==> src/common/fetch_pkg.sv <==
package fetch_pkg;

    // bus widths
    localparam int unsigned pc_w    = 32;
    localparam int unsigned inst_w  = 32;
    localparam int unsigned ecode_w = 6;
    localparam int unsigned ps_w    = 6;
    localparam int unsigned plv_w   = 2;
    localparam int unsigned seg_w   = 3;   // direct map window segment
    localparam int unsigned ppn_w   = 20;
    localparam int unsigned vppn_w  = 19;  // tlb lookup key from va[31:13]

    // the first sequential fetch lands on 1c000000
    localparam logic [pc_w-1:0] reset_pc = 32'h1bff_fffc;

    // fetch exception codes
    localparam logic [ecode_w-1:0] ecode_adef = 6'h08;  // misaligned pc
    localparam logic [ecode_w-1:0] ecode_tlbr = 6'h3f;  // tlb refill
    localparam logic [ecode_w-1:0] ecode_pif  = 6'h03;  // page invalid on fetch
    localparam logic [ecode_w-1:0] ecode_ppi  = 6'h07;  // privilege violation

    // page size code that selects a 4 MB page instead of 4 KB
    localparam logic [ps_w-1:0] ps_4m = 6'd21;

endpackage

==> src/fetch/if_stage.sv <==
`timescale 1ns/1ps

module if_stage (
    input  logic                          clk,
    input  logic                          resetn,
    input  logic [fetch_pkg::pc_w-1:0]    pre_pc,
    input  logic                          pre_ready,
    input  logic                          pre_reqed,
    input  logic                          pre_ir_valid,
    input  logic [fetch_pkg::inst_w-1:0]  pre_ir,
    input  logic                          pre_excep_en,
    input  logic [fetch_pkg::ecode_w-1:0] pre_ecode,
    input  logic                          inst_sram_data_ok,
    input  logic [fetch_pkg::inst_w-1:0]  inst_sram_rdata,
    input  logic                          id_allowin,
    input  logic                          br_taken,
    input  logic                          flush,
    output logic                          if_allowin,
    output logic [fetch_pkg::pc_w-1:0]    if_pc,
    output logic                          if_ir_valid,
    output logic                          if_to_id_valid,
    output logic [fetch_pkg::inst_w-1:0]  if_inst,
    output logic                          if_excep_en,
    output logic [fetch_pkg::ecode_w-1:0] if_ecode,
    output logic [fetch_pkg::pc_w-1:0]    if_badv
);

    logic                         if_valid;
    logic                         if_cancel;   // next data_ok is wrong-path
    logic [fetch_pkg::inst_w-1:0] if_ir;
    logic                         if_wait;
    logic                         if_ready_go;
    logic                         move;
    logic                         move_fresh;  // pre-IF hands over a new pc
    logic                         kill;
    logic                         buf_own;
    logic                         buf_move;

    assign if_wait     = if_valid & ~if_ir_valid & ~if_excep_en;
    assign if_ready_go = if_ir_valid | if_excep_en | inst_sram_data_ok & ~if_cancel;
    // hold off new work until the dropped response is back
    assign if_allowin  = (~if_valid | if_ready_go & id_allowin)
                       & (~if_cancel | inst_sram_data_ok);

    assign move       = pre_ready & if_allowin;
    assign move_fresh = move & ~pre_reqed;
    assign kill       = (flush | br_taken) & ~move_fresh;

    assign if_to_id_valid = if_valid & if_ready_go;
    assign if_inst        = if_ir_valid ? if_ir : inst_sram_rdata;  // bypass fresh data
    assign if_badv        = if_excep_en ? if_pc : '0;

    always_ff @(posedge clk) begin
        if (!resetn) begin
            if_valid <= 1'b0;
        end else if (kill) begin
            if_valid <= 1'b0;
        end else if (move) begin
            if_valid <= 1'b1;
        end else if (if_to_id_valid & id_allowin) begin
            if_valid <= 1'b0;
        end
    end

    always_ff @(posedge clk) begin
        if (!resetn) begin
            if_pc       <= fetch_pkg::reset_pc;
            if_excep_en <= 1'b0;
        end else if (move) begin
            if_pc       <= pre_pc;
            if_excep_en <= pre_excep_en;
        end
    end

    always_ff @(posedge clk) begin
        if (move) begin
            if_ecode <= pre_ecode;
        end
    end

    // decode stalled on our own response, or the incoming item already has data
    assign buf_own  = if_wait & inst_sram_data_ok & ~id_allowin;
    assign buf_move = move & (pre_reqed & (pre_ir_valid | inst_sram_data_ok)
                    | move_fresh & ~pre_excep_en & inst_sram_data_ok & ~if_cancel & ~if_wait);

    always_ff @(posedge clk) begin
        if (!resetn) begin
            if_ir_valid <= 1'b0;
        end else if (kill) begin
            if_ir_valid <= 1'b0;
        end else if (buf_own | buf_move) begin
            if_ir_valid <= 1'b1;
        end else if (move | if_to_id_valid & id_allowin) begin
            if_ir_valid <= 1'b0;
        end
    end

    always_ff @(posedge clk) begin
        if (buf_own | buf_move) begin
            if_ir <= (move & pre_reqed & pre_ir_valid) ? pre_ir : inst_sram_rdata;
        end
    end

    // a redirect with a response still in flight drops that response
    always_ff @(posedge clk) begin
        if (!resetn) begin
            if_cancel <= 1'b0;
        end else if ((flush | br_taken) & ~inst_sram_data_ok
                     & (if_wait | pre_reqed & ~pre_ir_valid)) begin
            if_cancel <= 1'b1;
        end else if (inst_sram_data_ok) begin
            if_cancel <= 1'b0;
        end
    end

    a_data_ok_owned: assert property (@(posedge clk) disable iff (!resetn)
        inst_sram_data_ok |-> (if_cancel | if_wait | pre_reqed & ~pre_ir_valid
                              | pre_ready & ~pre_reqed & ~pre_excep_en))
        else $error("data_ok with no request outstanding");

    a_hold_on_stall: assert property (@(posedge clk) disable iff (!resetn)
        if_to_id_valid && !id_allowin && !flush && !br_taken
        |=> if_to_id_valid && $stable(if_pc) && $stable(if_inst))
        else $error("instruction lost or changed under decode stall");

endmodule

==> src/fetch/pre_if_stage.sv <==
`timescale 1ns/1ps

module pre_if_stage (
    input  logic                         clk,
    input  logic                         resetn,
    input  logic                         br_taken,
    input  logic [fetch_pkg::pc_w-1:0]   br_target,
    input  logic                         br_stall,
    input  logic                         flush,
    input  logic [fetch_pkg::pc_w-1:0]   flush_entry,
    input  logic                         if_allowin,
    input  logic [fetch_pkg::pc_w-1:0]   if_pc,
    input  logic                         if_ir_valid,
    input  logic [fetch_pkg::pc_w-1:0]   pre_pa,
    input  logic                         pre_excep_en,
    input  logic                         inst_sram_addr_ok,
    input  logic                         inst_sram_data_ok,
    input  logic [fetch_pkg::inst_w-1:0] inst_sram_rdata,
    output logic [fetch_pkg::pc_w-1:0]   pre_pc,
    output logic                         inst_sram_req,
    output logic [fetch_pkg::pc_w-1:0]   inst_sram_addr,
    output logic                         pre_ready,
    output logic                         pre_reqed,
    output logic                         pre_ir_valid,
    output logic [fetch_pkg::inst_w-1:0] pre_ir
);

    logic                       started;      // low in the first cycle after reset
    logic                       flush_hold;
    logic [fetch_pkg::pc_w-1:0] flush_hold_pc;
    logic                       br_hold;
    logic [fetch_pkg::pc_w-1:0] br_hold_pc;
    logic                       redirect;
    logic                       accept;
    logic                       taken;        // fresh pc handed to IF
    logic                       capture;

    assign redirect = flush | br_taken;
    assign accept   = inst_sram_req & inst_sram_addr_ok;

    always_ff @(posedge clk) begin
        if (!resetn) begin
            started <= 1'b0;
        end else begin
            started <= 1'b1;
        end
    end

    always_comb begin
        if (flush_hold) begin
            pre_pc = flush_hold_pc;
        end else if (flush) begin
            pre_pc = flush_entry;
        end else if (br_hold) begin
            pre_pc = br_hold_pc;
        end else if (br_taken) begin
            pre_pc = br_target;
        end else begin
            pre_pc = if_pc + (fetch_pkg::pc_w)'(4);
        end
    end

    // a live redirect only goes out if IF takes it in the same cycle
    assign inst_sram_req = started & ~pre_reqed & ~br_stall & ~pre_excep_en
                         & (if_allowin | ~redirect & (inst_sram_data_ok | if_ir_valid));
    assign inst_sram_addr = pre_pa;

    assign pre_ready = started & (pre_reqed | accept | pre_excep_en & ~br_stall);
    assign taken     = pre_ready & if_allowin & ~pre_reqed;

    // redirect targets wait here until they reach IF
    always_ff @(posedge clk) begin
        if (!resetn) begin
            flush_hold <= 1'b0;
        end else if (taken) begin
            flush_hold <= 1'b0;
        end else if (flush) begin
            flush_hold <= 1'b1;
        end
    end

    always_ff @(posedge clk) begin
        if (!resetn) begin
            br_hold <= 1'b0;
        end else if (taken | flush) begin
            br_hold <= 1'b0;   // flush overrides a pending branch
        end else if (br_taken) begin
            br_hold <= 1'b1;
        end
    end

    always_ff @(posedge clk) begin
        if (flush) begin
            flush_hold_pc <= flush_entry;
        end
        if (br_taken) begin
            br_hold_pc <= br_target;
        end
    end

    // own request accepted while IF was full
    always_ff @(posedge clk) begin
        if (!resetn) begin
            pre_reqed <= 1'b0;
        end else if (redirect | pre_ready & if_allowin) begin
            pre_reqed <= 1'b0;
        end else if (accept) begin
            pre_reqed <= 1'b1;
        end
    end

    // response for pre-IF arriving while IF cannot take it
    assign capture = inst_sram_data_ok & ~if_allowin
                   & (pre_reqed & ~pre_ir_valid | accept & if_ir_valid);

    always_ff @(posedge clk) begin
        if (!resetn) begin
            pre_ir_valid <= 1'b0;
        end else if (redirect | pre_ready & if_allowin) begin
            pre_ir_valid <= 1'b0;
        end else if (capture) begin
            pre_ir_valid <= 1'b1;
        end
    end

    always_ff @(posedge clk) begin
        if (capture) begin
            pre_ir <= inst_sram_rdata;
        end
    end

    a_ir_owned: assert property (@(posedge clk) disable iff (!resetn)
        pre_ir_valid |-> pre_reqed)
        else $error("response buffered in pre-IF with no request owned");

    a_reqed_pc_stable: assert property (@(posedge clk) disable iff (!resetn)
        pre_reqed && !redirect |-> $stable(pre_pc))
        else $error("pc of the request held in pre-IF changed");

endmodule

==> src/rtl/fetch_addr_xlate.sv <==
`timescale 1ns/1ps

module fetch_addr_xlate (
    input  logic [fetch_pkg::pc_w-1:0]    pre_pc,
    input  logic                          csr_crmd_pg,
    input  logic [fetch_pkg::plv_w-1:0]   csr_crmd_plv,
    input  logic                          csr_dmw0_plv_met,
    input  logic [fetch_pkg::seg_w-1:0]   csr_dmw0_vseg,
    input  logic [fetch_pkg::seg_w-1:0]   csr_dmw0_pseg,
    input  logic                          csr_dmw1_plv_met,
    input  logic [fetch_pkg::seg_w-1:0]   csr_dmw1_vseg,
    input  logic [fetch_pkg::seg_w-1:0]   csr_dmw1_pseg,
    input  logic                          s0_found,
    input  logic [fetch_pkg::ppn_w-1:0]   s0_ppn,
    input  logic [fetch_pkg::ps_w-1:0]    s0_ps,
    input  logic [fetch_pkg::plv_w-1:0]   s0_plv,
    input  logic                          s0_v,
    output logic [fetch_pkg::vppn_w-1:0]  s0_vppn,
    output logic                          s0_va_bit12,
    output logic [fetch_pkg::pc_w-1:0]    pre_pa,
    output logic                          pre_excep_en,
    output logic [fetch_pkg::ecode_w-1:0] pre_ecode
);

    logic hit_dmw0;
    logic hit_dmw1;
    logic tlb_mapped;
    logic excep_adef;
    logic excep_tlb;

    // tlb answers combinationally on the selected pc
    assign s0_vppn     = pre_pc[31:13];
    assign s0_va_bit12 = pre_pc[12];

    assign hit_dmw0   = csr_dmw0_plv_met & (csr_dmw0_vseg == pre_pc[31:29]);
    assign hit_dmw1   = csr_dmw1_plv_met & (csr_dmw1_vseg == pre_pc[31:29]);
    assign tlb_mapped = csr_crmd_pg & ~hit_dmw0 & ~hit_dmw1;  // paging on without a window hit

    always_comb begin
        if (!csr_crmd_pg) begin
            pre_pa = pre_pc;                                // direct address mode
        end else if (hit_dmw0) begin
            pre_pa = {csr_dmw0_pseg, pre_pc[28:0]};         // window 0 wins a double hit
        end else if (hit_dmw1) begin
            pre_pa = {csr_dmw1_pseg, pre_pc[28:0]};
        end else if (s0_ps == fetch_pkg::ps_4m) begin
            pre_pa = {s0_ppn[19:9], pre_pc[20:0]};          // 4 MB page
        end else begin
            pre_pa = {s0_ppn, pre_pc[11:0]};                // 4 KB page
        end
    end

    assign excep_adef = |pre_pc[1:0];
    assign excep_tlb  = tlb_mapped & (~s0_found | ~s0_v | (csr_crmd_plv > s0_plv));

    assign pre_excep_en = excep_adef | excep_tlb;

    // priority adef, tlbr, pif, ppi
    always_comb begin
        if (excep_adef) begin
            pre_ecode = fetch_pkg::ecode_adef;
        end else if (!s0_found) begin
            pre_ecode = fetch_pkg::ecode_tlbr;
        end else if (!s0_v) begin
            pre_ecode = fetch_pkg::ecode_pif;
        end else begin
            pre_ecode = fetch_pkg::ecode_ppi;
        end
    end

endmodule

==> src/rtl/fetch_top.sv <==
`timescale 1ns/1ps

module fetch_top (
    input  logic                          clk,
    input  logic                          resetn,
    output logic                          inst_sram_req,
    output logic [fetch_pkg::pc_w-1:0]    inst_sram_addr,
    input  logic                          inst_sram_addr_ok,
    input  logic                          inst_sram_data_ok,
    input  logic [fetch_pkg::inst_w-1:0]  inst_sram_rdata,
    input  logic                          id_allowin,
    input  logic                          br_taken,
    input  logic [fetch_pkg::pc_w-1:0]    br_target,
    input  logic                          br_stall,
    output logic                          if_to_id_valid,
    output logic [fetch_pkg::pc_w-1:0]    if_pc_out,
    output logic [fetch_pkg::inst_w-1:0]  if_inst,
    output logic                          if_excep_en,
    output logic [fetch_pkg::ecode_w-1:0] if_ecode,
    output logic [fetch_pkg::pc_w-1:0]    if_badv,
    input  logic                          flush,
    input  logic [fetch_pkg::pc_w-1:0]    flush_entry,
    input  logic                          csr_crmd_pg,
    input  logic [fetch_pkg::plv_w-1:0]   csr_crmd_plv,
    input  logic                          csr_dmw0_plv_met,
    input  logic [fetch_pkg::seg_w-1:0]   csr_dmw0_vseg,
    input  logic [fetch_pkg::seg_w-1:0]   csr_dmw0_pseg,
    input  logic                          csr_dmw1_plv_met,
    input  logic [fetch_pkg::seg_w-1:0]   csr_dmw1_vseg,
    input  logic [fetch_pkg::seg_w-1:0]   csr_dmw1_pseg,
    input  logic                          s0_found,
    input  logic [fetch_pkg::ppn_w-1:0]   s0_ppn,
    input  logic [fetch_pkg::ps_w-1:0]    s0_ps,
    input  logic [fetch_pkg::plv_w-1:0]   s0_plv,
    input  logic                          s0_v,
    output logic [fetch_pkg::vppn_w-1:0]  s0_vppn,
    output logic                          s0_va_bit12
);

    logic [fetch_pkg::pc_w-1:0]    pre_pc;
    logic [fetch_pkg::pc_w-1:0]    pre_pa;
    logic                          pre_excep_en;
    logic [fetch_pkg::ecode_w-1:0] pre_ecode;
    logic                          pre_ready;
    logic                          pre_reqed;
    logic                          pre_ir_valid;
    logic [fetch_pkg::inst_w-1:0]  pre_ir;
    logic                          if_allowin;
    logic                          if_ir_valid;

    fetch_addr_xlate fetch_addr_xlate_inst (
        .pre_pc           (pre_pc),
        .csr_crmd_pg      (csr_crmd_pg),
        .csr_crmd_plv     (csr_crmd_plv),
        .csr_dmw0_plv_met (csr_dmw0_plv_met),
        .csr_dmw0_vseg    (csr_dmw0_vseg),
        .csr_dmw0_pseg    (csr_dmw0_pseg),
        .csr_dmw1_plv_met (csr_dmw1_plv_met),
        .csr_dmw1_vseg    (csr_dmw1_vseg),
        .csr_dmw1_pseg    (csr_dmw1_pseg),
        .s0_found         (s0_found),
        .s0_ppn           (s0_ppn),
        .s0_ps            (s0_ps),
        .s0_plv           (s0_plv),
        .s0_v             (s0_v),
        .s0_vppn          (s0_vppn),
        .s0_va_bit12      (s0_va_bit12),
        .pre_pa           (pre_pa),
        .pre_excep_en     (pre_excep_en),
        .pre_ecode        (pre_ecode)
    );

    pre_if_stage pre_if_stage_inst (
        .clk               (clk),
        .resetn            (resetn),
        .br_taken          (br_taken),
        .br_target         (br_target),
        .br_stall          (br_stall),
        .flush             (flush),
        .flush_entry       (flush_entry),
        .if_allowin        (if_allowin),
        .if_pc             (if_pc_out),
        .if_ir_valid       (if_ir_valid),
        .pre_pa            (pre_pa),
        .pre_excep_en      (pre_excep_en),
        .inst_sram_addr_ok (inst_sram_addr_ok),
        .inst_sram_data_ok (inst_sram_data_ok),
        .inst_sram_rdata   (inst_sram_rdata),
        .pre_pc            (pre_pc),
        .inst_sram_req     (inst_sram_req),
        .inst_sram_addr    (inst_sram_addr),
        .pre_ready         (pre_ready),
        .pre_reqed         (pre_reqed),
        .pre_ir_valid      (pre_ir_valid),
        .pre_ir            (pre_ir)
    );

    if_stage if_stage_inst (
        .clk               (clk),
        .resetn            (resetn),
        .pre_pc            (pre_pc),
        .pre_ready         (pre_ready),
        .pre_reqed         (pre_reqed),
        .pre_ir_valid      (pre_ir_valid),
        .pre_ir            (pre_ir),
        .pre_excep_en      (pre_excep_en),
        .pre_ecode         (pre_ecode),
        .inst_sram_data_ok (inst_sram_data_ok),
        .inst_sram_rdata   (inst_sram_rdata),
        .id_allowin        (id_allowin),
        .br_taken          (br_taken),
        .flush             (flush),
        .if_allowin        (if_allowin),
        .if_pc             (if_pc_out),
        .if_ir_valid       (if_ir_valid),
        .if_to_id_valid    (if_to_id_valid),
        .if_inst           (if_inst),
        .if_excep_en       (if_excep_en),
        .if_ecode          (if_ecode),
        .if_badv           (if_badv)
    );

endmodule

==> config.mk <==
export PLATFORM = sky130hd
export DESIGN_NAME = fetch_top
export DESIGN_NICKNAME = d
export VERILOG_FILES = /design/src/common/fetch_pkg.sv /design/src/fetch/if_stage.sv /design/src/fetch/pre_if_stage.sv /design/src/rtl/fetch_addr_xlate.sv /design/src/rtl/fetch_top.sv
export SDC_FILE = /design/constraint.sdc
export NUM_CORES = 1
export LEC_CHECK = 0
export BUFFER_PORTS_ARGS = -buffer_cell sky130_fd_sc_hd__buf_4
export CAP_MARGIN = 20
export CELL_PAD_IN_SITES_DETAIL_PLACEMENT = 1
export CELL_PAD_IN_SITES_GLOBAL_PLACEMENT = 1
export CORE_MARGIN = 2
export CORE_UTILIZATION = 38
export DETAILED_ROUTE_END_ITERATION = 8
export PLACE_DENSITY_LB_ADDON = 0.1
export SYNTH_ARGS = -nofsm -noshare
export SYNTH_HDL_FRONTEND = slang
export SYNTH_SLANG_ARGS = --single-unit
==> constraint.sdc <==
create_clock -name clk -period 7.09 [get_ports clk]
set_input_delay 1.0635 -clock clk [delete_from_list [all_inputs] [get_ports clk]]
set_output_delay 1.0635 -clock clk [all_outputs]
set_load 0.005 [all_outputs]
==> flow_summary_export.csv, run 1 <==
group,metric,value,unit
cells_and_area,instances_no_fill,1497,
worst_setup_path,worstPathArrival,4660,ps
synthesis,synth_top_cells_by_count,"sky130_fd_sc_hd__edfxtp_1, sky130_fd_sc_hd__nand2_1, sky130_fd_sc_hd__mux2_2, sky130_fd_sc_hd__nor2_1, sky130_fd_sc_hd__clkbuf_1",
synthesis,postSynthNetCount,1041,
timing,max_freq,175,MHz
floorplan,ioPinCount,308,
synthesis,syn-instance-count,887,
detailed_routing,totalWireLength,32300,um
global_routing,largest_net_degree_at_the_start_of_global_routing,70,
worst_setup_path,critical_path.startpoint_type,"flop",
floorplan,effective_utilization_at_floorplan,38.8,%
detailed_routing,vias,8218,
timing,worst_max_slew_pin_slew,991,ps
power,share_comb_of_total_power,25.4,%
timing,post_route_skew,15.8,ps
power,switching_share,31.7,%
timing,post-route-worst-setup-slack,1370,ps
worst_setup_path,critPathRequiredTime,6030,ps
synthesis,postSynthAreaPerCell,10.7,sq um
timing,post-route-period-util,80.7,%
clock_tree,cts_tree,"done",
cells_and_area,utilization,51.9,%
timing,final_setup_violation_count,0,
global_routing,grt_usage,24.6,%
cells_and_area,n_antenna_cell,0,
worst_setup_path,critical_path_fanout_max,9,
clock_tree,clock_tree.buffer_depth,2,
cells_and_area,area_delta_synth_final,33.6,%
power,pwr-share-clk,33.1,%
timing,grt_setup_unrepaired,"no",
hold_path,worst_hold_path_type,"reg2reg",
synthesis,synth_top_area_cell,"sky130_fd_sc_hd__edfxtp_1",
detailed_routing,drt_iter0_markers,447,
clock_tree,cts_setup_buffers,0,
clock_tree,cts.hold.buffers_added,0,
floorplan,rows,57,
placed_design,port_buffers,307,
global_routing,vias_in_the_first_global_route,8634,
clock_tree,clk_pin_slew_worst_paths,80,ps
clock_tree,post_cts_resize_count,0,
power,internal_power,1.98,mW
floorplan,core_area,24400,sq um
synthesis,synth-edff-count,132,
synthesis,synth_top_area_share,41.8,%
power,report.power.total,2.90,mW
detailed_routing,detail_route.wl_per_cell,21.6,um
timing,hold_violations,0,
floorplan,die_area,26200,sq um
power,seq_power_share,41.5,%
worst_setup_path,worstPathBufferInverterCount,1,
power,vdd_ir_drop_max,0.118,mV
worst_setup_path,path_delay_family,"simple AND/OR/NAND/NOR gates",
placed_design,dp.cells,1464,
detailed_routing,drc,0,
floorplan,dieWidth,162,um
placed_design,detailedPlacementHpwl,22900,um
synthesis,synth-main-ff-cell,"sky130_fd_sc_hd__edfxtp_1",
synthesis,synth.ff_latch_count,173,
power,net-switching-power,0.917,mW
timing,setup-tns-final,0,ps
job,maxCapViolCount,0,
synthesis,synth_sequential_area_ratio,50.5,%
cells_and_area,design.final.nets,1314,
global_routing,grt_antenna_before_repair,0,
placed_design,place_worst_setup_slack,1570,ps
detailed_routing,avgViaCountPerCell,5.49,
worst_setup_path,cp_common_cell,"sky130_fd_sc_hd__nor4_1",
worst_setup_path,reg2reg_slack,1990,ps
global_routing,grt_first_pass_wirelength,50000,um
synthesis,number_of_warnings_issued_by_yosys,0,
synthesis,synthMostInstantiatedCell,"sky130_fd_sc_hd__edfxtp_1",
worst_setup_path,critPathKind,"reg2out",
clock_tree,clkSinkCount,173,
detailed_routing,drt_first_pass_iters,5,
synthesis,post_synth_instance_area,9470,sq um
worst_setup_path,cp-end-kind,"output pin",
placed_design,finalWeightedCongestion,0.832,
power,leakage,4.97,nW
synthesis,synthTopCellsByArea,"sky130_fd_sc_hd__edfxtp_1, sky130_fd_sc_hd__mux2_2, sky130_fd_sc_hd__dfxtp_1",
clock_tree,clk-insertion-delay-late,440,ps
worst_setup_path,cp_slowest_cell,"sky130_fd_sc_hd__nor4_1",
clock_tree,tritoncts.num_buffers,17,
floorplan,die_height,162,um
global_routing,grt.overflow.total,0,
detailed_routing,antenna_left,0,
status,outcome,"finished, final reports clean",
clock_tree,clock-root-buffer,"sky130_fd_sc_hd__clkbuf_16",
worst_setup_path,cp_cell_sequence,"nand3_1 > nor4_1 > a2111oi_0 > nor4_1 > nor4b_1 > or3_1 > nand2_1 > nor2_4 > nand2_2 > mux2_1 > buf_4",
clock_tree,cts-htree-levels,4,
timing,timing.final.max_slew_violations,0,
cells_and_area,post_route_cells_drive_above_1_share,38.4,%
power,power_density,229,nW/um^2
timing,maxSlewHeadroom,33.7,%
synthesis,yosys.cell_types.count,69,
worst_setup_path,critical_path.max_stage_delay,750,ps
synthesis,asyncSetResetFlopFracSynth,0,%
timing,final.min_clock_period,5720,ps
==> flip-flops by register name, summed over array words and instances, names as in the netlist <==
name / cells
if_stage_inst.if_excep_en: 1
pre_if_stage_inst.pre_ir: 32
pre_if_stage_inst.flush_hold: 1
if_stage_inst.if_valid: 1
pre_if_stage_inst.pre_reqed: 1
if_stage_inst.if_ecode: 4
pre_if_stage_inst.pre_ir_valid: 1
if_stage_inst.if_cancel: 1
if_stage_inst.if_ir: 32
if_stage_inst.if_ir_valid: 1
pre_if_stage_inst.br_hold: 1
pre_if_stage_inst.started: 1
pre_if_stage_inst.br_hold_pc: 32
pre_if_stage_inst.flush_hold_pc: 32
if_stage_inst.if_pc: 32
==> worst paths after layout <==
path / start / endpoint / depth (start not counted)
max: if_stage_inst.if_pc[5]$_SDFFE_PN1P_ / inst_sram_addr[14] / 11
min reg2reg: if_stage_inst.if_pc[0]$_SDFFE_PN0P_ / if_stage_inst.if_pc[0]$_SDFFE_PN0P_ / 2
min: if_stage_inst.if_pc[0]$_SDFFE_PN0P_ / if_stage_inst.if_pc[0]$_SDFFE_PN0P_ / 2
max reg2reg: if_stage_inst.if_pc[5]$_SDFFE_PN1P_ / if_stage_inst.if_ir[13]$_DFFE_PP_ / 11
==> placed cells by master, fill, tap and decap left out, types with 7 or more instances in the layout <==
| cell type | instances |
|---|---|
| sky130_fd_sc_hd__mux2_2 | 78 |
| sky130_fd_sc_hd__xor2_1 | 15 |
| sky130_fd_sc_hd__mux2_1 | 9 |
| sky130_fd_sc_hd__nand3_1 | 19 |
| sky130_fd_sc_hd__and2_1 | 38 |
| sky130_fd_sc_hd__nand4_1 | 11 |
| sky130_fd_sc_hd__nor2_1 | 49 |
| sky130_fd_sc_hd__and3_1 | 9 |
| sky130_fd_sc_hd__a211o_1 | 7 |
| sky130_fd_sc_hd__inv_1 | 24 |
| sky130_fd_sc_hd__a21oi_1 | 42 |
| sky130_fd_sc_hd__o21ai_0 | 41 |
| sky130_fd_sc_hd__o31a_1 | 26 |
| sky130_fd_sc_hd__or4_1 | 24 |
| sky130_fd_sc_hd__xnor2_1 | 12 |
| sky130_fd_sc_hd__a211oi_1 | 18 |
| sky130_fd_sc_hd__dfxtp_1 | 38 |
| sky130_fd_sc_hd__o31ai_1 | 12 |
| sky130_fd_sc_hd__nor4_1 | 10 |
| sky130_fd_sc_hd__edfxtp_1 | 132 |
| sky130_fd_sc_hd__nor3_1 | 16 |
| sky130_fd_sc_hd__o211ai_1 | 15 |
| sky130_fd_sc_hd__clkbuf_16 | 17 |
| sky130_fd_sc_hd__nand2_1 | 83 |
| sky130_fd_sc_hd__buf_4 | 316 |
| sky130_fd_sc_hd__nand2b_1 | 8 |
| sky130_fd_sc_hd__mux2i_1 | 7 |
==> cell families (layout without fill, tap and decap cells) <==
kind of cell / after synthesis / after routing / share of synthesized area [%]
fa+ha+maj: 3 / 3 / 0.396
buf+inv: 90 / 376 / 3.99
mux: 94 / 94 / 11.1
flops: 173 / 173 / 50.5
xor+xnor: 27 / 27 / 2.50
compound gates: 201 / 201 / 14.5
simple gates: 299 / 299 / 17.0
==> area by class of cell <==
class / count / area, sq um
fill: 2726 / 11700
clock buffer: 17 / 425
inverter: 26 / 100
timing repair buffer: 318 / 2430
clock inverter: 15 / 174
multi-input combinational: 624 / 4330
sequential: 173 / 4790
tap: 324 / 405
==> per-stage QoR <==
step / hold slack (ps) / area [sq um]
after floorplan: 482 / 9470
after global routing: 550 / 12700
after CTS: 535 / 12600
after detailed placement: 523 / 12000
final: 529 / 12700
after global placement: 515 / 12000
==> routing by layer <==
metal | GRT usage, % | up-vias | wire [um]
met5 | 0 | - | 0
met4 | 6.64 | 0 | 509
met3 | 6.44 | 30 | 2150
met2 | 42.6 | 246 | 16000
met1 | 30.3 | 4042 | 13600
li1 | - | 3900 | -
==> power by group through the flow <==
stage | Clock (mW) | Combinational, mW | Sequential [mW]
finish | 0.958 | 0.737 | 1.20
global route | 1.01 | 0.807 | 1.21
CTS | 0.976 | 0.742 | 1.20
detailed placement | 0 | 0.736 | 1.22
global placement | 0 | 0.728 | 1.22
floorplan | 0 | 0.389 | 1.20
==> worst reg2reg max path, delay by kind of cell, from the launching register on <==
family	cells	cell delay, ps
and+or+nand+nor	5	2040
DFF	1	500
AOI/OAI and AO/OA	5	1830
buffers and inverters	1	340
(Power assumes the default switching activity.)
==> run 2: changes to the inputs <==
--- a/config.mk
+++ b/config.mk
@@ -10,7 +10,7 @@
 export CELL_PAD_IN_SITES_DETAIL_PLACEMENT = 1
 export CELL_PAD_IN_SITES_GLOBAL_PLACEMENT = 1
 export CORE_MARGIN = 2
-export CORE_UTILIZATION = 38
+export CORE_UTILIZATION = 35
 export DETAILED_ROUTE_END_ITERATION = 8
 export PLACE_DENSITY_LB_ADDON = 0.1
 export SYNTH_ARGS = -nofsm -noshare
==> constraint.sdc (replaced) <==
create_clock -name clk -period 4.9 [get_ports clk]
set_input_delay 0.735 -clock clk [delete_from_list [all_inputs] [get_ports clk]]
set_output_delay 0.735 -clock clk [all_outputs]
set_load 0.005 [all_outputs]
==> run 2 against run 1 <==
Against the previous run: final area up 1.3%; via count up 1.8%; cell count up 2.2%; total power up 47%; die area up 8.4%; critical endpoint is now inst_sram_addr[25]; routed wire length up 3.3%; clock skew up 6.7 ps; non-clock buffer count up 16; critical path type unchanged; sequential share of layout area down 0.48 points.
==> flow_summary_export.csv, run 2 (synthesized netlist as in run 1, its figures left out) <==
group,metric,value,unit
global_routing,grt_usage,23.2,%
placed_design,port_buffers,307,
clock_tree,clkSinkCount,173,
global_routing,busiest_layer,"met2",
worst_setup_path,cp_cell_sequence,"and4_2 > and4_2 > nand2_1 > o221ai_1 > mux2i_1 > or3_1 > nand2_1 > nor2_4 > buf_4 > mux2_2 > buf_4",
global_routing,grt_first_pass_wirelength,50700,um
job,maxCapViolCount,0,
global_routing,largest_net_degree_at_the_start_of_global_routing,60,
worst_setup_path,path_delay_family,"simple AND/OR/NAND/NOR gates",
clock_tree,clk_pin_slew_worst_paths,80,ps
detailed_routing,detail_route.wl_per_cell,21.8,um
floorplan,die_height,169,um
status,outcome,"finished, final reports clean",
power,leakage,5.04,nW
cells_and_area,design.final.nets,1330,
worst_setup_path,worstPathBufferInverterCount,2,
placed_design,detailedPlacementHpwl,24000,um
timing,post_route_skew,22.5,ps
timing,max_freq,214,MHz
global_routing,grt_antenna_before_repair,2,
detailed_routing,antenna_left,0,
worst_setup_path,critical_path.startpoint_type,"flop",
global_routing,grt.overflow.total,0,
power,seq_power_share,40.8,%
clock_tree,cts_tree,"done",
clock_tree,cts-htree-levels,4,
worst_setup_path,worstPathArrival,3940,ps
worst_setup_path,critical_path.max_stage_delay,490,ps
floorplan,die_area,28400,sq um
floorplan,rows,60,
clock_tree,tritoncts.num_buffers,17,
floorplan,ioPinCount,308,
power,net-switching-power,1.36,mW
worst_setup_path,critical_path_fanout_max,9,
global_routing,vias_in_the_first_global_route,8688,
worst_setup_path,cp_slowest_cell,"sky130_fd_sc_hd__dfxtp_1",
power,vdd_ir_drop_max,0.152,mV
hold_path,worst_hold_path_type,"in2reg",
timing,worst_max_slew_pin_slew,983,ps
floorplan,effective_utilization_at_floorplan,35.4,%
worst_setup_path,crit_cells,11,
power,switching_share,32.0,%
cells_and_area,n_antenna_cell,0,
clock_tree,clock-root-buffer,"sky130_fd_sc_hd__clkbuf_16",
cells_and_area,layout.filler_cells,2986,
timing,maxSlewHeadroom,34.4,%
cells_and_area,post_route_cells_drive_above_1_share,39.9,%
worst_setup_path,cp-endpoint,"inst_sram_addr[25]",
worst_setup_path,worst_r2r_endpoint,"if_stage_inst.if_ir[2]$_DFFE_PP_",
clock_tree,clk-insertion-delay-late,440,ps
worst_setup_path,reg2reg_slack,540,ps
detailed_routing,vias,8365,
timing,final_setup_violation_count,0,
timing,grt_setup_unrepaired,"no",
power,internal_power,2.89,mW
worst_setup_path,r2r.worst_path.cells,11,
placed_design,finalWeightedCongestion,0.781,
power,pwr-share-clk,32.8,%
global_routing,grt.met1_usage,28.5,%
floorplan,dieWidth,169,um
cells_and_area,most-common-layout-cells,"sky130_fd_sc_hd__buf_4, sky130_fd_sc_hd__edfxtp_1, sky130_fd_sc_hd__nand2_1",
detailed_routing,drt_iter0_markers,435,
worst_setup_path,cp-end-kind,"output pin",
detailed_routing,drt_first_pass_iters,5,
detailed_routing,totalWireLength,33300,um
global_routing,met2_grt_util,39.8,%
cells_and_area,area_delta_synth_final,35.3,%
worst_setup_path,startpoint,"if_stage_inst.if_pc[11]$_SDFFE_PN1P_",
timing,final.min_clock_period,4680,ps
power,share_comb_of_total_power,26.3,%
detailed_routing,avgViaCountPerCell,5.47,
detailed_routing,drc,0,
power,power_density,331,nW/um^2
timing,post-route-period-util,95.5,%
worst_setup_path,regToRegStartpoint,"if_stage_inst.if_pc[11]$_SDFFE_PN1P_",
cells_and_area,mostFrequentLayoutCell,"sky130_fd_sc_hd__buf_4",
power,report.power.total,4.25,mW
timing,setup-tns-final,0,ps
clock_tree,cts.hold.buffers_added,0,
timing,hold_violations,0,
global_routing,grt_use_met3,6.85,%
floorplan,core_area,26700,sq um
timing,timing.final.max_slew_violations,0,
worst_setup_path,critPathRequiredTime,4160,ps
clock_tree,clock_tree.buffer_depth,2,
worst_setup_path,critPathKind,"reg2out",
==> run 2: layout make-up <==
cell class	count	area (sq um)	area share [%]
clock inverters	14	170	1.33
flip-flops and latches	173	4790	37.4
inverters	26	100	0.781
multi-input cells	624	4400	34.3
repair buffers	334	2510	19.6
well taps	341	427	3.33
clock buffers	18	429	3.35
==> run 2: power by group through the flow <==
stage          clock network [mW]  logic (mW)  registers, mW
6_report                     1.39        1.12           1.73
5_1_grt                      1.48        1.22           1.75
4_1_cts                      1.44        1.12           1.73
3_5_place_dp                    0        1.11           1.76
3_3_place_gp                    0        1.10           1.76
2_1_floorplan                   0       0.564           1.74
==> run 2: worst min-delay path by stage <==
stage / depth (start not counted) / slack (ps) / startpoint / endpoint
floorplan: 2 / 480 / if_stage_inst.if_pc[0]$_SDFFE_PN0P_ / if_stage_inst.if_pc[0]$_SDFFE_PN0P_
global placement: 2 / 520 / if_stage_inst.if_pc[0]$_SDFFE_PN0P_ / if_stage_inst.if_pc[0]$_SDFFE_PN0P_
detailed placement: 2 / 530 / if_stage_inst.if_pc[0]$_SDFFE_PN0P_ / if_stage_inst.if_pc[0]$_SDFFE_PN0P_
CTS: 1 / 460 / flush_entry[16] / pre_if_stage_inst.flush_hold_pc[16]$_DFFE_PP_
global route: 1 / 460 / inst_sram_rdata[19] / pre_if_stage_inst.pre_ir[19]$_DFFE_PP_
finish: 1 / 470 / flush_entry[16] / pre_if_stage_inst.flush_hold_pc[16]$_DFFE_PP_
==> run 2: timing repair <==
item	4_1_cts	5_1_grt
buffers inserted	0	2
resized for setup	3	11
endpoints found under the setup margin	15	15
pin swaps	0	1
hold endpoints to repair	0	0
==> run 2: layer usage <==
layer	wire, um	part of all wire [%]
met4	536	1.6
met1	14200	43
met3	2500	7.5
met2	16100	48
met5	26	0.078
==> run 2: metrics by stage <==
step | hold slack, ps | instance area [sq um] | utilization [%] | cells | setup slack, ps
after floorplan | 482 | 9480 | - | 887 | 105
after global placement | 517 | 12100 | 45.4 | 1496 | 425
after detailed placement | 527 | 12100 | 45.4 | 1496 | 280
after CTS | 457 | 12800 | 47.7 | 1528 | 49.1
after global routing | 462 | 12800 | 48.0 | 1530 | 6.69
final | 473 | 12800 | 48.0 | 1530 | 223
==> run 3: changes to the inputs <==
--- a/config.mk
+++ b/config.mk
@@ -5,12 +5,14 @@
 export SDC_FILE = /design/constraint.sdc
 export NUM_CORES = 1
 export LEC_CHECK = 0
+export ABC_AREA = 1
+export ABC_CLOCK_PERIOD_IN_PS = 4900
 export BUFFER_PORTS_ARGS = -buffer_cell sky130_fd_sc_hd__buf_4
 export CAP_MARGIN = 20
 export CELL_PAD_IN_SITES_DETAIL_PLACEMENT = 1
 export CELL_PAD_IN_SITES_GLOBAL_PLACEMENT = 1
 export CORE_MARGIN = 2
-export CORE_UTILIZATION = 35
+export CORE_UTILIZATION = 30
 export DETAILED_ROUTE_END_ITERATION = 8
 export PLACE_DENSITY_LB_ADDON = 0.1
 export SYNTH_ARGS = -nofsm -noshare
==> run 3 against run 2 <==
Against the previous run: sequential share of layout area up 0.19 points; die area grew 16%; setup slack gained 210 ps; via count rose by 3.9%; final area down 0.51%; area after synthesis decreased by 0.32%; critical endpoint is now inst_sram_addr[24]; register-to-register slack gained 750 ps; largest cell class unchanged.
==> flow_summary_export.csv, run 3 <==
group,metric,value,unit
synthesis,mux_cell_area_share_after_synthesis,0.596,%
timing,post_route_skew,23.4,ps
power,leakage,6.03,nW
clock_tree,cts_tree,"done",
timing,setup-tns-final,0,ps
global_routing,largest_net_degree_at_the_start_of_global_routing,65,
detailed_routing,drt_iter0_markers,456,
power,seq_power_share,41.1,%
placed_design,place_area,12100,sq um
clock_tree,clk_pin_slew_worst_paths,90,ps
worst_setup_path,critical_path.startpoint_type,"flop",
floorplan,ioPinCount,308,
synthesis,synthTopCellsByArea,"sky130_fd_sc_hd__edfxtp_1, sky130_fd_sc_hd__nand2_1, sky130_fd_sc_hd__dfxtp_1",
timing,maxSlewHeadroom,42.3,%
detailed_routing,drc,0,
placed_design,finalWeightedCongestion,0.826,
worst_setup_path,r2r.worst_path.cells,19,
power,net-switching-power,1.37,mW
floorplan,effective_utilization_at_floorplan,30.6,%
synthesis,yosys.cell_types.count,45,
synthesis,dominant_combinational_cell_family_by_area_after_synthesis,"simple AND/OR/NAND/NOR gates",
worst_setup_path,path_delay_family,"simple AND/OR/NAND/NOR gates",
cells_and_area,n_antenna_cell,0,
floorplan,dieWidth,181,um
global_routing,vias_in_the_first_global_route,9255,
power,switching_share,32.4,%
timing,post-route-period-util,91.2,%
synthesis,synth-edff-count,132,
cells_and_area,post_route_cells_drive_above_1_share,33.3,%
synthesis,postSynthNetCount,1271,
synthesis,syn-instance-count,1117,
timing,timing.final.max_slew_violations,0,
cells_and_area,mostFrequentLayoutCell,"sky130_fd_sc_hd__buf_4",
worst_setup_path,critical_path.max_stage_delay,520,ps
power,internal_power,2.85,mW
power,report.power.total,4.22,mW
synthesis,synth.ff_latch_count,173,
power,power_density,331,nW/um^2
detailed_routing,antenna_left,0,
worst_setup_path,worstPathArrival,3730,ps
worst_setup_path,worstPathBufferInverterCount,1,
detailed_routing,avgViaCountPerCell,4.78,
synthesis,asyncSetResetFlopFracSynth,0,%
timing,final_setup_violation_count,0,
synthesis,synth-adder-area-share,0.398,%
worst_setup_path,cp_common_cell,"sky130_fd_sc_hd__nand2_1",
timing,hold_violations,0,
cells_and_area,final_cell_area,12800,sq um
worst_setup_path,crit_cells,16,
placed_design,detailedPlacementHpwl,25600,um
global_routing,grt_usage,21.6,%
worst_setup_path,critPathKind,"reg2out",
worst_setup_path,cp-end-kind,"output pin",
synthesis,synth_sequential_area_ratio,50.7,%
status,outcome,"finished, final reports clean",
timing,grt_setup_unrepaired,"no",
power,pwr-share-clk,34.9,%
timing,max_freq,224,MHz
clock_tree,clock-root-buffer,"sky130_fd_sc_hd__clkbuf_16",
floorplan,die_height,181,um
placed_design,place_worst_setup_slack,593,ps
synthesis,synthMostInstantiatedCell,"sky130_fd_sc_hd__nand2_1",
synthesis,synth_compound_gate_area_share,12.2,%
hold_path,worst_hold_path_type,"in2reg",
global_routing,grt_first_pass_wirelength,54500,um
detailed_routing,vias,8688,
synthesis,number_of_warnings_issued_by_yosys,0,
detailed_routing,drt_first_pass_iters,4,
clock_tree,clkSinkCount,173,
clock_tree,cts_setup_buffers,0,
power,vdd_ir_drop_max,0.205,mV
cells_and_area,design.final.nets,1561,
floorplan,core_area,30800,sq um
clock_tree,clk-insertion-delay-late,450,ps
detailed_routing,detail_route.wl_per_cell,19.4,um
hold_path,whs_path_depth,1,
worst_setup_path,critical_path_fanout_max,6,
clock_tree,tritoncts.num_buffers,17,
timing,worst_max_slew_pin_slew,863,ps
synthesis,synth_top_area_cell,"sky130_fd_sc_hd__edfxtp_1",
detailed_routing,totalWireLength,35200,um
clock_tree,cts-htree-levels,4,
placed_design,port_buffers,307,
synthesis,synth_top_cells_by_count,"sky130_fd_sc_hd__nand2_1, sky130_fd_sc_hd__edfxtp_1, sky130_fd_sc_hd__inv_1, sky130_fd_sc_hd__nor2_1, sky130_fd_sc_hd__o21ai_0",
worst_setup_path,critPathRequiredTime,4160,ps
floorplan,rows,64,
worst_setup_path,cp_cell_sequence,"ha_1 > nand3_2 > nor2_1 > nand2_1 > nor3_2 > nor3b_2 > nand3_1 > nor3_2 > xor2_1 > nor2_1 > o21ai_0 > o21ai_0 > o21ai_1 > nand2_1 > nand2_1 > buf_4",
timing,final_hold_slack,467,ps
synthesis,postSynthAreaPerCell,8.45,sq um
synthesis,synth_top_area_share,42.0,%
global_routing,grt.overflow.total,0,
cells_and_area,most-common-layout-cells,"sky130_fd_sc_hd__buf_4, sky130_fd_sc_hd__nand2_1, sky130_fd_sc_hd__edfxtp_1",
clock_tree,clock_tree.buffer_depth,2,
cells_and_area,area_delta_synth_final,35.0,%
floorplan,die_area,32900,sq um
job,maxCapViolCount,0,
timing,post-route-worst-setup-slack,432,ps
global_routing,grt_antenna_before_repair,0,
synthesis,post_synth_instance_area,9440,sq um
synthesis,synth-main-ff-cell,"sky130_fd_sc_hd__edfxtp_1",
worst_setup_path,cp_slowest_cell,"sky130_fd_sc_hd__dfxtp_1",
timing,final.min_clock_period,4470,ps
synthesis,synth_xor_area_share,2.04,%
synthesis,synth_simple_gate_area_share,26.4,%
power,share_comb_of_total_power,24.0,%
==> run 3: kinds of logic (layout without fill, tap and decap cells) <==
group | count (synthesis) | count (layout)
xor+xnor | 22 | 22
fa+ha+maj | 3 | 3
flops | 173 | 173
buf+inv | 169 | 472
simple gates | 554 | 554
mux | 5 | 5
compound gates | 191 | 191
==> run 3: final timing paths <==
path                                                        to  slack (ps)                                        start
setup reg to reg       if_stage_inst.if_ecode[1]$_SDFFCE_PP0P_        1290          if_stage_inst.if_pc[3]$_SDFFE_PN1P_
setup / recovery                            inst_sram_addr[24]         430          if_stage_inst.if_pc[3]$_SDFFE_PN1P_
hold / removal    pre_if_stage_inst.flush_hold_pc[5]$_DFFE_PP_         470                               flush_entry[5]
hold reg to reg    pre_if_stage_inst.pre_ir_valid$_SDFFE_PP0P_         530  pre_if_stage_inst.pre_ir_valid$_SDFFE_PP0P_
==> run 3: repair_timing <==
item | 4_1_cts | 5_1_grt
endpoints found under the setup margin | 0 | 5
hold buffers | 0 | 0
gates resized for setup | 0 | 2
==> run 3: final cells by class <==
class                      count  area (sq um)
clock buffer                  17           425
clock inverter                15           218
fill                        3700         18100
inverter                     113           429
multi-input combinational    775          3930
sequential                   173          4790
tap                          396           495
timing repair buffer         327          2470
==> run 3: power by group through the flow <==
stage	clock, mW	combinational, mW	sequential [mW]
floorplan	0	0.499	1.75
global placement	0	1.02	1.77
detailed placement	0	1.03	1.77
CTS	1.51	1.03	1.74
global route	1.56	1.13	1.75
finish	1.47	1.01	1.74
==> run 3: stage by stage <==
stage | util [%] | cells
floorplan | - | 1117
global placement | 39.3 | 1784
detailed placement | 39.3 | 1784
CTS | 41.3 | 1816
global route | 41.4 | 1816
finish | 41.4 | 1816
==> run 3: routing by layer <==
| layer | wire length (um) | part of all wire [%] | global-route usage, % |
|---|---|---|---|
| met4 | 522 | 1.5 | 4.81 |
| met2 | 17300 | 49 | 37.8 |
| met1 | 15200 | 43 | 27.0 |
| met5 | 0 | 0 | 0 |
| met3 | 2140 | 6.1 | 4.93 |
